## src/common/pad_pkg.sv

```systemverilog
////////////////////////////////////////////////////////////////////////////
// Pad counts, pad attribute encoding and GPIO register map, shared by
// the register block, the pad cells and the top level
////////////////////////////////////////////////////////////////////////////
`default_nettype none

package pad_pkg;

  // Pad counts
  localparam int unsigned NumMioPads = 8;
  localparam int unsigned NumDioPads = 4;
  localparam int unsigned NumIos     = NumMioPads + NumDioPads; // DIOs sit at 8..11

  // Attribute word layout
  localparam int unsigned AttrDw        = 4;
  localparam int unsigned AttrInvert    = 0; // Inverts both directions
  localparam int unsigned AttrOpenDrain = 1; // Drive low only
  localparam int unsigned AttrPullEn    = 2;
  localparam int unsigned AttrPullUp    = 3; // Clear selects pull-down

  //////////////////////////////////////////////////////////////////////////
  // Register map
  //////////////////////////////////////////////////////////////////////////

  localparam int unsigned RegDw = 16;
  localparam int unsigned RegAw = 5;

  localparam int unsigned AddrOut      = 0;
  localparam int unsigned AddrOe       = 1;
  localparam int unsigned AddrIn       = 2;  // Read only
  localparam int unsigned AddrRise     = 3;  // Write 1 to clear
  localparam int unsigned AddrAttrBase = 16; // One word per pad

  // One bit per pad
  typedef logic [NumIos-1:0] pad_vec_t;

  // One attribute word per pad
  typedef logic [NumIos-1:0][AttrDw-1:0] pad_attr_arr_t;

endpackage : pad_pkg

`default_nettype wire

```

## src/common/jtag_pkg.sv

```systemverilog
////////////////////////////////////////////////////////////////////////////
// Pad assignment and strap setup of the JTAG overlay
////////////////////////////////////////////////////////////////////////////
`default_nettype none

package jtag_pkg;
  import pad_pkg::*;

  // Strap and reset live on muxed pads
  localparam int unsigned JtagEnIdx = 7;
  localparam int unsigned TrstIdx   = 6;

  // Serial pins use the dedicated pads
  localparam int unsigned TckIdx = 8;
  localparam int unsigned TmsIdx = 9;
  localparam int unsigned TdiIdx = 10;
  localparam int unsigned TdoIdx = 11;

  // Strap level that turns the overlay on
  localparam logic JtagEnPolarity = 1'b1;

  // Values the core sees on overlay pads while JTAG owns them.
  // The TMS pad doubles as an active-low select, so it idles high.
  localparam pad_vec_t TieOffValues = pad_vec_t'(1) << TmsIdx;

endpackage : jtag_pkg

`default_nettype wire

```

## src/common/pad_if.sv

```systemverilog
////////////////////////////////////////////////////////////////////////////
// Per-pad value, enable, input and attribute bundle between the core,
// the JTAG overlay and the pad ring
////////////////////////////////////////////////////////////////////////////
`default_nettype none

interface pad_if
  import pad_pkg::*;
();

  pad_vec_t      out;
  pad_vec_t      oe;
  pad_vec_t      in;
  pad_attr_arr_t attr;

  // Side that owns the pads
  modport ctrl (
    output out,
    output oe,
    output attr,
    input  in
  );

  // Side that serves the pads
  modport ring (
    input  out,
    input  oe,
    input  attr,
    output in
  );

endinterface : pad_if

`default_nettype wire

```

## src/hdl/gpio_ctrl.sv

```systemverilog
////////////////////////////////////////////////////////////////////////////
// GPIO register block with output, enable and attribute registers, an
// input synchronizer and a sticky rising-edge interrupt on a strobe port
////////////////////////////////////////////////////////////////////////////
`default_nettype none

module gpio_ctrl
  import pad_pkg::*;
(
  input  logic             clk_main_i,
  input  logic             reset_i,
  input  logic             reg_we_i,
  input  logic [RegAw-1:0] reg_addr_i,
  input  logic [RegDw-1:0] reg_wdata_i,
  output logic [RegDw-1:0] reg_rdata_o,
  output logic             intr_o,
  pad_if.ctrl              core
);

  pad_vec_t      out_q;
  pad_vec_t      oe_q;
  pad_attr_arr_t attr_q;
  pad_vec_t      in_meta_q;
  pad_vec_t      in_sync_q;
  pad_vec_t      in_prev_q;
  pad_vec_t      rise_q;
  pad_vec_t      rise_set;
  pad_vec_t      rise_clr;
  logic          attr_sel;
  logic [RegAw-1:0]          attr_off;
  logic [$clog2(NumIos)-1:0] attr_idx;

  // Attribute window at AddrAttrBase with one word per pad
  assign attr_sel = (reg_addr_i >= RegAw'(AddrAttrBase)) &&
                    (reg_addr_i < RegAw'(AddrAttrBase + NumIos));
  assign attr_off = reg_addr_i - RegAw'(AddrAttrBase);
  assign attr_idx = attr_off[$clog2(NumIos)-1:0]; // Offset stays below NumIos in the window

  //////////////////////////////////////////////////////////////////////////
  // Writable registers
  //////////////////////////////////////////////////////////////////////////

  always_ff @(posedge clk_main_i) begin
    if (reset_i) begin
      out_q  <= '0;
      oe_q   <= '0;
      attr_q <= '0;
    end else if (reg_we_i) begin
      case (reg_addr_i)
        RegAw'(AddrOut): out_q <= reg_wdata_i[NumIos-1:0];
        RegAw'(AddrOe):  oe_q  <= reg_wdata_i[NumIos-1:0];
        default: begin
          if (attr_sel) begin
            attr_q[attr_idx] <= reg_wdata_i[AttrDw-1:0];
          end
        end
      endcase
    end
  end

  //////////////////////////////////////////////////////////////////////////
  // Input sampling and edge capture
  //////////////////////////////////////////////////////////////////////////

  assign rise_set = in_sync_q & ~in_prev_q;
  assign rise_clr = (reg_we_i && (reg_addr_i == RegAw'(AddrRise))) ?
                    reg_wdata_i[NumIos-1:0] : '0;

  always_ff @(posedge clk_main_i) begin
    if (reset_i) begin
      in_meta_q <= '0;
      in_sync_q <= '0;
      in_prev_q <= '0;
      rise_q    <= '0;
    end else begin
      in_meta_q <= core.in;    // First stage may go metastable
      in_sync_q <= in_meta_q;
      in_prev_q <= in_sync_q;
      // A new edge wins over a clear in the same cycle
      rise_q    <= (rise_q & ~rise_clr) | rise_set;
    end
  end

  assign intr_o = |rise_q;

  // Read mux
  always_comb begin
    reg_rdata_o = '0;
    case (reg_addr_i)
      RegAw'(AddrOut):  reg_rdata_o = RegDw'(out_q);
      RegAw'(AddrOe):   reg_rdata_o = RegDw'(oe_q);
      RegAw'(AddrIn):   reg_rdata_o = RegDw'(in_sync_q);
      RegAw'(AddrRise): reg_rdata_o = RegDw'(rise_q);
      default: begin
        if (attr_sel) begin
          reg_rdata_o = RegDw'(attr_q[attr_idx]);
        end
      end
    endcase
  end

  // Toward the pads
  assign core.out  = out_q;
  assign core.oe   = oe_q;
  assign core.attr = attr_q;

endmodule : gpio_ctrl

`default_nettype wire

```

## src/hdl/jtag_overlay_mux.sv

```systemverilog
////////////////////////////////////////////////////////////////////////////
// JTAG overlay between core and pad ring. The strap pad hands the JTAG
// pads to the TAP ports and the core sees fixed tie-off values instead.
////////////////////////////////////////////////////////////////////////////
`default_nettype none

module jtag_overlay_mux
  import jtag_pkg::*;
(
  pad_if.ring  core,
  pad_if.ctrl  ring,
  output logic jtag_tck_o,
  output logic jtag_tms_o,
  output logic jtag_tdi_o,
  output logic jtag_trst_n_o,
  input  logic jtag_tdo_i
);

  logic jtag_en;

  // Strap is read straight off the raw pad input
  assign jtag_en = (ring.in[JtagEnIdx] == JtagEnPolarity);

  // TAP outputs park in reset when the overlay is off
  assign jtag_tck_o    = jtag_en ? ring.in[TckIdx]  : 1'b0;
  assign jtag_tms_o    = jtag_en ? ring.in[TmsIdx]  : 1'b1;
  assign jtag_tdi_o    = jtag_en ? ring.in[TdiIdx]  : 1'b0;
  assign jtag_trst_n_o = jtag_en ? ring.in[TrstIdx] : 1'b0;

  always_comb begin
    ring.out = core.out;
    ring.oe  = core.oe;
    core.in  = ring.in;
    if (jtag_en) begin
      // TDO is the only pad the TAP drives
      ring.out[TdoIdx] = jtag_tdo_i;
      ring.oe[TdoIdx]  = 1'b1;
      ring.oe[TckIdx]  = 1'b0;
      ring.oe[TmsIdx]  = 1'b0;
      ring.oe[TdiIdx]  = 1'b0;
      // Hide the overlay pads from the core
      core.in[TrstIdx] = TieOffValues[TrstIdx];
      core.in[TckIdx]  = TieOffValues[TckIdx];
      core.in[TmsIdx]  = TieOffValues[TmsIdx];
      core.in[TdiIdx]  = TieOffValues[TdiIdx];
      core.in[TdoIdx]  = TieOffValues[TdoIdx];
    end
  end

  assign ring.attr = core.attr; // Attributes never overlaid

endmodule : jtag_overlay_mux

`default_nettype wire

```

## src/padring/pad_cell.sv

```systemverilog
////////////////////////////////////////////////////////////////////////////
// Single pad with inversion, open-drain conversion, a registered output
// stage and input resolution against the board drive and the pull
////////////////////////////////////////////////////////////////////////////
`default_nettype none

module pad_cell
  import pad_pkg::*;
(
  input  logic              clk_main_i,
  input  logic              reset_i,
  input  logic              out_i,
  input  logic              oe_i,
  input  logic [AttrDw-1:0] attr_i,
  input  logic              pad_in_i,
  input  logic              pad_drive_i,
  output logic              in_o,
  output logic              pad_out_o,
  output logic              pad_oe_o
);

  logic out_inv;
  logic out_d;
  logic oe_d;
  logic out_q;
  logic oe_q;
  logic in_raw;

  assign out_inv = out_i ^ attr_i[AttrInvert];

  // Open drain only ever pulls low
  always_comb begin
    if (attr_i[AttrOpenDrain]) begin
      out_d = 1'b0;
      oe_d  = oe_i & ~out_inv;
    end else begin
      out_d = out_inv;
      oe_d  = oe_i;
    end
  end

  always_ff @(posedge clk_main_i) begin
    if (reset_i) begin
      out_q <= 1'b0;
      oe_q  <= 1'b0;
    end else begin
      out_q <= out_d;
      oe_q  <= oe_d;
    end
  end

  // Own driver first, then the board, then the pull
  always_comb begin
    if (oe_q) begin
      in_raw = out_q;
    end else if (pad_drive_i) begin
      in_raw = pad_in_i;
    end else if (attr_i[AttrPullEn]) begin
      in_raw = attr_i[AttrPullUp];
    end else begin
      in_raw = 1'b0; // Floating pad reads low
    end
  end

  assign in_o      = in_raw ^ attr_i[AttrInvert];
  assign pad_out_o = out_q;
  assign pad_oe_o  = oe_q;

endmodule : pad_cell

`default_nettype wire

```

## src/padring/padring.sv

```systemverilog
////////////////////////////////////////////////////////////////////////////
// Pad ring with one pad cell per IO between the ring-side bundle and pins
////////////////////////////////////////////////////////////////////////////
`default_nettype none

module padring
  import pad_pkg::*;
(
  input  logic     clk_main_i,
  input  logic     reset_i,
  pad_if.ring      core,
  input  pad_vec_t pad_in_i,
  input  pad_vec_t pad_drive_i,
  output pad_vec_t pad_out_o,
  output pad_vec_t pad_oe_o
);

  pad_vec_t cell_in;

  for (genvar i = 0; i < NumIos; i++) begin : g_pad
    pad_cell u_pad_cell (
      .clk_main_i  (clk_main_i),
      .reset_i     (reset_i),
      .out_i       (core.out[i]),
      .oe_i        (core.oe[i]),
      .attr_i      (core.attr[i]),
      .pad_in_i    (pad_in_i[i]),
      .pad_drive_i (pad_drive_i[i]),
      .in_o        (cell_in[i]),
      .pad_out_o   (pad_out_o[i]),
      .pad_oe_o    (pad_oe_o[i])
    );
  end

  assign core.in = cell_in;

endmodule : padring

`default_nettype wire

```

## src/hdl/fpga_pad_top.sv

```systemverilog
////////////////////////////////////////////////////////////////////////////
// Board target pin wrapper around GPIO registers, JTAG overlay and pad ring.
// The board is modelled outside through pad_in_i and pad_drive_i.
////////////////////////////////////////////////////////////////////////////
`default_nettype none

module fpga_pad_top
  import pad_pkg::*;
(
  input  logic             clk_main_i,
  input  logic             reset_i,
  // Register port
  input  logic             reg_we_i,
  input  logic [RegAw-1:0] reg_addr_i,
  input  logic [RegDw-1:0] reg_wdata_i,
  output logic [RegDw-1:0] reg_rdata_o,
  output logic             intr_o,
  // Pads
  input  pad_vec_t         pad_in_i,
  input  pad_vec_t         pad_drive_i,
  output pad_vec_t         pad_out_o,
  output pad_vec_t         pad_oe_o,
  // JTAG
  output logic             jtag_tck_o,
  output logic             jtag_tms_o,
  output logic             jtag_tdi_o,
  output logic             jtag_trst_n_o,
  input  logic             jtag_tdo_i
);

  pad_if core_bus ();
  pad_if ring_bus ();

  gpio_ctrl u_gpio_ctrl (
    .clk_main_i  (clk_main_i),
    .reset_i     (reset_i),
    .reg_we_i    (reg_we_i),
    .reg_addr_i  (reg_addr_i),
    .reg_wdata_i (reg_wdata_i),
    .reg_rdata_o (reg_rdata_o),
    .intr_o      (intr_o),
    .core        (core_bus)
  );

  //////////////////////////////////////////////////////////////////////////
  // JTAG overlay and pads
  //////////////////////////////////////////////////////////////////////////

  jtag_overlay_mux u_jtag_overlay_mux (
    .core          (core_bus),
    .ring          (ring_bus),
    .jtag_tck_o    (jtag_tck_o),
    .jtag_tms_o    (jtag_tms_o),
    .jtag_tdi_o    (jtag_tdi_o),
    .jtag_trst_n_o (jtag_trst_n_o),
    .jtag_tdo_i    (jtag_tdo_i)
  );

  padring u_padring (
    .clk_main_i  (clk_main_i),
    .reset_i     (reset_i),
    .core        (ring_bus),
    .pad_in_i    (pad_in_i),
    .pad_drive_i (pad_drive_i),
    .pad_out_o   (pad_out_o),
    .pad_oe_o    (pad_oe_o)
  );

endmodule : fpga_pad_top

`default_nettype wire

```

## config.mk

```make
export PLATFORM = sky130hd
export DESIGN_NAME = fpga_pad_top
export DESIGN_NICKNAME = d
export VERILOG_FILES = /design/src/common/pad_pkg.sv /design/src/common/jtag_pkg.sv /design/src/common/pad_if.sv /design/src/hdl/gpio_ctrl.sv /design/src/hdl/jtag_overlay_mux.sv /design/src/padring/pad_cell.sv /design/src/padring/padring.sv /design/src/hdl/fpga_pad_top.sv
export SDC_FILE = /design/constraint.sdc
export NUM_CORES = 1
export LEC_CHECK = 0
export ABC_CLOCK_PERIOD_IN_PS = 3750
export BUFFER_PORTS_ARGS = -buffer_cell sky130_fd_sc_hd__buf_2
export CORE_MARGIN = 4
export CORE_UTILIZATION = 40
export CTS_CLUSTER_SIZE = 16
export DETAILED_ROUTE_END_ITERATION = 10
export GPL_ROUTABILITY_DRIVEN = 0
export SETUP_SLACK_MARGIN = 0.05
export SYNTH_ARGS = -nofsm -noshare
export SYNTH_HDL_FRONTEND = slang
export SYNTH_SLANG_ARGS = --single-unit
```

## constraint.sdc

```tcl
create_clock -name clk_main_i -period 3.75 [get_ports clk_main_i]
set_input_delay 0 -clock clk_main_i [delete_from_list [all_inputs] [get_ports clk_main_i]]
set_output_delay 0 -clock clk_main_i [all_outputs]
set_load 0.01 [all_outputs]
```

==> results of run 1 <==
what timing repair did:
action | in CTS | in global routing
hold endpoints to repair | 25 | 0
hold buffers | 9 | 0
setup buffers | 0 | 0
cell usage in the layout, fill, tap and decap left out, types with 4 or more instances in the layout:
cell type,n
nor3b_1,8
conb_1,4
and2_1,9
nor2b_1,43
mux2i_1,44
nand2b_1,17
clkinv_2,4
clkbuf_16,17
nand3b_1,14
mux4_2,8
dfxtp_1,144
inv_1,25
o21ai_0,40
nor2_1,58
xnor2_1,21
buf_2,84
nand4b_1,4
nand3_1,11
a21oi_1,48
dlygate4sd3_1,9
nand2_1,47
a31oi_1,10
buf_4,4
mux4_1,16
nor3_1,19
flip-flops by register name, indices dropped and copies added, names as in the netlist:
signal	count
u_gpio_ctrl.core.oe	12
u_padring.g_pad.u_pad_cell.pad_oe_o	12
u_gpio_ctrl.rise_q	12
u_gpio_ctrl.in_meta_q	12
u_padring.g_pad.u_pad_cell.pad_out_o	12
u_gpio_ctrl.core.out	12
u_gpio_ctrl.in_sync_q	12
u_gpio_ctrl.in_prev_q	12
u_gpio_ctrl.core.attr	48
stage by stage:
step                      std cells  cell area (sq um)  setup WS (ns)
after floorplan                 698               6650           2.41
after global placement          930               6930           1.59
after detailed placement        930               6930           1.53
after CTS                       968               7600           1.19
after global routing            968               7600           1.01
final                           968               7600           1.16
how the worst max path moves through the flow:
stage                     cells after the start  slack, ns                                 endpoint                       from
after floorplan                               5       2.41  u_padring.g_pad[11].u_pad_cell.pad_oe_o  u_gpio_ctrl.core.attr[28]
after global placement                        5       1.59                   u_gpio_ctrl.rise_q[11]              reg_addr_i[2]
after detailed placement                      5       1.53                    u_gpio_ctrl.rise_q[8]              reg_addr_i[2]
after CTS                                     5       1.19                            jtag_trst_n_o  u_gpio_ctrl.core.attr[28]
after global routing                          5       1.01                            jtag_trst_n_o  u_gpio_ctrl.core.attr[28]
final                                         5       1.16                               jtag_tdi_o  u_gpio_ctrl.core.attr[28]
worst reg2reg max path, delay by kind of cell (launching register included):
kind               cells  cell delay, ns
and+or+nand+nor        2            1.05
DFF                    1            0.56
AOI/OAI and AO/OA      2            0.38
layout make-up:
| cell class | count | area [sq um] |
|---|---|---|
| clock inverter | 7 | 110 |
| sequential | 144 | 2880 |
| inverter | 25 | 93.8 |
| clock buffer | 22 | 474 |
| multi-input combinational | 457 | 3230 |
| fill | 1501 | 8460 |
| timing repair buffer | 97 | 541 |
| tap | 216 | 270 |
cells by family after synthesis:
group / after synthesis / share of synthesized area (%)
compound gates: 111 / 9.11
xor+xnor: 24 / 3.17
buf+inv: 97 / 8.03
flops: 144 / 43.5
mux: 68 / 15.7
other cells: 1 / 0.0565
simple gates: 250 / 20.5
metal layers:
layer	GRT usage (%)	vias to the layer above
met5	0	-
met4	6.21	0
met3	4.23	23
met2	31.3	153
met1	24.5	2427
li1	-	2472
power by group through the flow:
stage / registers (uW) / logic, uW / clock network [uW]
floorplan: 1600 / 148 / 0
global placement: 1600 / 204 / 0
detailed placement: 1610 / 208 / 0
CTS: 1570 / 217 / 1710
global route: 1570 / 237 / 1790
finish: 1570 / 215 / 1690
==> flow_summary.ini, run 1 <==
[run]
maxCapViolations = 0

[power]
irDropWorstVdd_mv = 0.329
finalPower_uw = 3480
power_frac_seq_pct = 45.2
power_density_nw_per_um2 = 458
clockPowerShare_pct = 48.6
p_switching_uw = 755
switching_share_pct = 21.7
power_leakage_uw = 0.00319
combPwrFrac_pct = 6.2
p_int_uw = 2720

[worst_hold_path]
min_from = reg_wdata_i[1]
hold_path.class = in2reg
hold_depth = 3
hold-path-endpoint = u_gpio_ctrl.core.attr[37]

[setup_path]
worst_setup_path_end_kind = output port
timing.rr.end = u_gpio_ctrl.in_meta_q[9]
critPathBufInv = 1
cp-start-kind = flop
crit_required_ns = 3.75
r2r_slack_ns = 1.60
slowest_delay_ns = 0.87
path_max_fanout = 11
path_delay_family = simple AND/OR/NAND/NOR gates
critPathArrivalTime_ns = 2.59
reg2reg_depth = 4
timing.rr.start = u_gpio_ctrl.core.attr[28]
worstPathCellList = nand3b_1 > o311ai_0 > nor3_1 > nor2_1 > buf_2
cpMaxStageDelayCell = nor3_1
worstSetupPathType = reg2out

[global_route]
first_global_vias = 4995
track_usage_pct = 18.9
antenna_found_initial = 0
grt_overflow = 0
grt_pass1_wl_um = 26700
grt_max_degree = 101

[finish]
finish.utilization_pct = 47.3
drive_above_1_share_pct = 17.4
fin_nets = 791
diodes = 0
area_growth_pct = 14.6

[detailed_routing]
vias_per_cell = 5.24
via_count = 5075
drt_iter0_markers = 435
ant_nets = 0
drc = 0
met2_length_um = 8280
wl_met1_um = 7690
post_drt_wl_per_cell_um = 17.8
wl_um = 17300
first_pass_iters = 5
wl_met3_um = 907
top_layer_used = met4

[timing]
slew_headroom_pct = 30.6
rsz0062_at_grt = false
hold_violations = 0
holdWs_ns = 0.0202
tightest_slew_ns = 1.03
setup_viol = 0
slew_violations = 0
min_period_ns = 2.59
timing.fmax_mhz = 386
fin_tns_setup_ns = 0
finalCritPeriodShare_pct = 69.1
finClkSkew_ns = 0.00873

[synth]
syn_avg_cell_area_sq_um = 9.55
yosys-top-cells-count = 144 x dfxtp_1, 58 x nor2_1, 48 x a21oi_1, 47 x nand2_1, 44 x mux2i_1
synth_ff_type = dfxtp_1
netlist_area_sq_um = 6630
synth_top_area_cell = dfxtp_1
ys_types = 48
synthArstFlopShare_pct = 0
synth.area.top_cells = dfxtp_1 43%, mux2i_1 6.6%, mux4_1 6.3%, nor2b_1 4.1%, a21oi_1 3.6%
yosysSeqAreaShare_pct = 43.5
yosysMostFrequentCell = dfxtp_1
synth_enable_flop_cells = 0
synth_seq_cells = 144
yosysTopAreaCellShare_pct = 43.5
synth_cells = 695
yosys_warnings = 0

[clock_tree]
clk_pin_slew_worst_paths_ns = 0.06
clk_latency_ns = 0.42
cts_resized = 0
cts_sinks = 144
cts_tree = yes
cts_max_path_buffers = 2
cts_root_buf = clkbuf_16
cts_made_buffers = 17
cts_max_level = 4

[floorplan]
rows = 46
io_pins = 94
die_area_sq_um = 18700
core_area_sq_um = 16100
die_y_um = 137
start_util_pct = 41.3
die_x_um = 137

[placed_design]
place_hpwl_um = 12000
io_buffer_count = 85

[run_status]
status = finished clean
(Power assumes the default switching activity.)
==> run 2: changes to the inputs <==
- ABC_CLOCK_PERIOD_IN_PS: 3750 -> 2500
- clock period: 3.75 -> 2.5 ns (I/O delays scaled with it)
==> run 2 against run 1 <==
Net effect: routed wire length decreased by 0.40%; final area grew 0.82%; via count barely moved; first-iteration DRC count is 3.2% lower; largest power group unchanged; critical path depth rose by 1; sequential cell count stayed put; critical path type unchanged; core utilization is 0.39 points higher; global-route usage increased by 0.16 points; die area did not move; combinational power grew 55%; largest cell class unchanged.
==> flow_summary.ini, run 2 (synthesis results as in run 1) <==
[global_route]
grt_overflow = 0
grt_max_degree = 78
antenna_found_initial = 0
track_usage_pct = 19.0
grt_pass1_wl_um = 27000
first_global_vias = 5066

[timing]
setup_viol = 0
finalCritPeriodShare_pct = 83.7
timing.fmax_mhz = 478
fin_tns_setup_ns = 0
tightest_slew_ns = 0.803
slew_headroom_pct = 46.5
worst_slack_ns = 0.408
hold_violations = 0
finClkSkew_ns = 0.00990
min_period_ns = 2.09
rsz0062_at_grt = false
slew_violations = 0

[worst_hold_path]
hold_path.class = in2reg
hold_depth = 5

[finish]
final_cell_mix = 144 x dfxtp_1, 84 x buf_2, 58 x nor2_1
drive_above_1_share_pct = 18.3
layout_commonest_cell = dfxtp_1
diodes = 0
fin_area_sq_um = 7660
fillCellCount = 1489
finish.utilization_pct = 47.7
fin_nets = 799
largest_reg_flops = 48
area_growth_pct = 15.5

[clock_tree]
cts_made_buffers = 17
cts_root_buf = clkbuf_16
clk_latency_ns = 0.42
post_cts_buffers = 0
cts_resized = 0
cts_sinks = 144
cts_max_path_buffers = 2
clk_pin_slew_worst_paths_ns = 0.06
cts_tree = yes
cts_max_level = 4

[detailed_routing]
drc = 0
ant_nets = 0
vias_per_cell = 5.19
post_drt_wl_per_cell_um = 17.6
via_count = 5080
first_pass_iters = 5
wl_um = 17200
drt_iter0_markers = 421

[floorplan]
io_pins = 94
die_x_um = 137
die_y_um = 137
start_util_pct = 41.3
core_area_sq_um = 16100
rows = 46
die_area_sq_um = 18700

[placed_design]
io_buffer_count = 85
dpl_cell_area_sq_um = 6990
place_ws_ns = 0.635
place_hpwl_um = 12100

[power]
power_density_nw_per_um2 = 673
power_leakage_uw = 0.00321
irDropWorstVdd_mv = 0.527

[setup_path]
cp-start-kind = flop
path_max_fanout = 11
worst_setup_path_end_kind = output port
reg2reg_depth = 5
r2r_slack_ns = 0.81
worstSetupPathType = reg2out
crit_required_ns = 2.50
critPathArrivalTime_ns = 2.09

[run_status]
status = finished clean

[run]
maxCapViolations = 0
run 2: area by class of cell:
| class | instances | area [sq um] | area share (%) |
|---|---|---|---|
| clock buffers | 20 | 437 | 5.70 |
| multi-input cells | 457 | 3230 | 42.1 |
| flip-flops and latches | 144 | 2880 | 37.6 |
| inverters | 25 | 93.8 | 1.22 |
| well taps | 216 | 270 | 3.53 |
| clock inverters | 12 | 135 | 1.76 |
| repair buffers | 105 | 616 | 8.03 |
run 2: power by group:
| part | internal [uW] | total (uW) | switching (uW) |
|---|---|---|---|
| Sequential | 2330 | 2360 | 25.2 |
| Combinational | 135 | 333 | 199 |
| Clock | 1470 | 2460 | 992 |
run 2: worst paths after layout:
kind | startpoint | to
worst min-delay path | pad_in_i[11] | u_gpio_ctrl.in_meta_q[11]
worst max register to register | u_gpio_ctrl.core.attr[28] | u_gpio_ctrl.in_meta_q[9]
worst max-delay path | u_gpio_ctrl.core.attr[28] | jtag_tdi_o
worst min register to register | u_gpio_ctrl.in_meta_q[0] | u_gpio_ctrl.in_sync_q[0]
run 2: per-layer routing:
metal	track usage, %	wire [um]	up-vias
met5	0	0	-
met4	6.65	431	0
met3	4.89	821	23
met2	31.4	8250	151
met1	24.2	7680	2412
li1	-	-	2494
run 2: through the flow:
| stage | cells | total power (uW) | hold slack (ns) |
|---|---|---|---|
| after floorplan | 698 | 2620 | 0.144 |
| after global placement | 937 | 2720 | 0.262 |
| after detailed placement | 937 | 2730 | 0.271 |
| after CTS | 979 | 5210 | 0.0125 |
| after global routing | 979 | 5340 | 0.0333 |
| final | 979 | 5150 | 0.0260 |
run 2: critical path: stages (launching register included):
cell	delay, ns
dfxtp_1	0.53
nand3b_1	0.18
o311ai_0	0.19
nor3_1	0.35
buf_4	0.22
nor2_1	0.05
buf_2	0.14
run 2: timing repair:
item | CTS | global route
endpoints found under the setup margin | 0 | 0
hold endpoints to repair | 26 | 0
hold buffers | 10 | 0
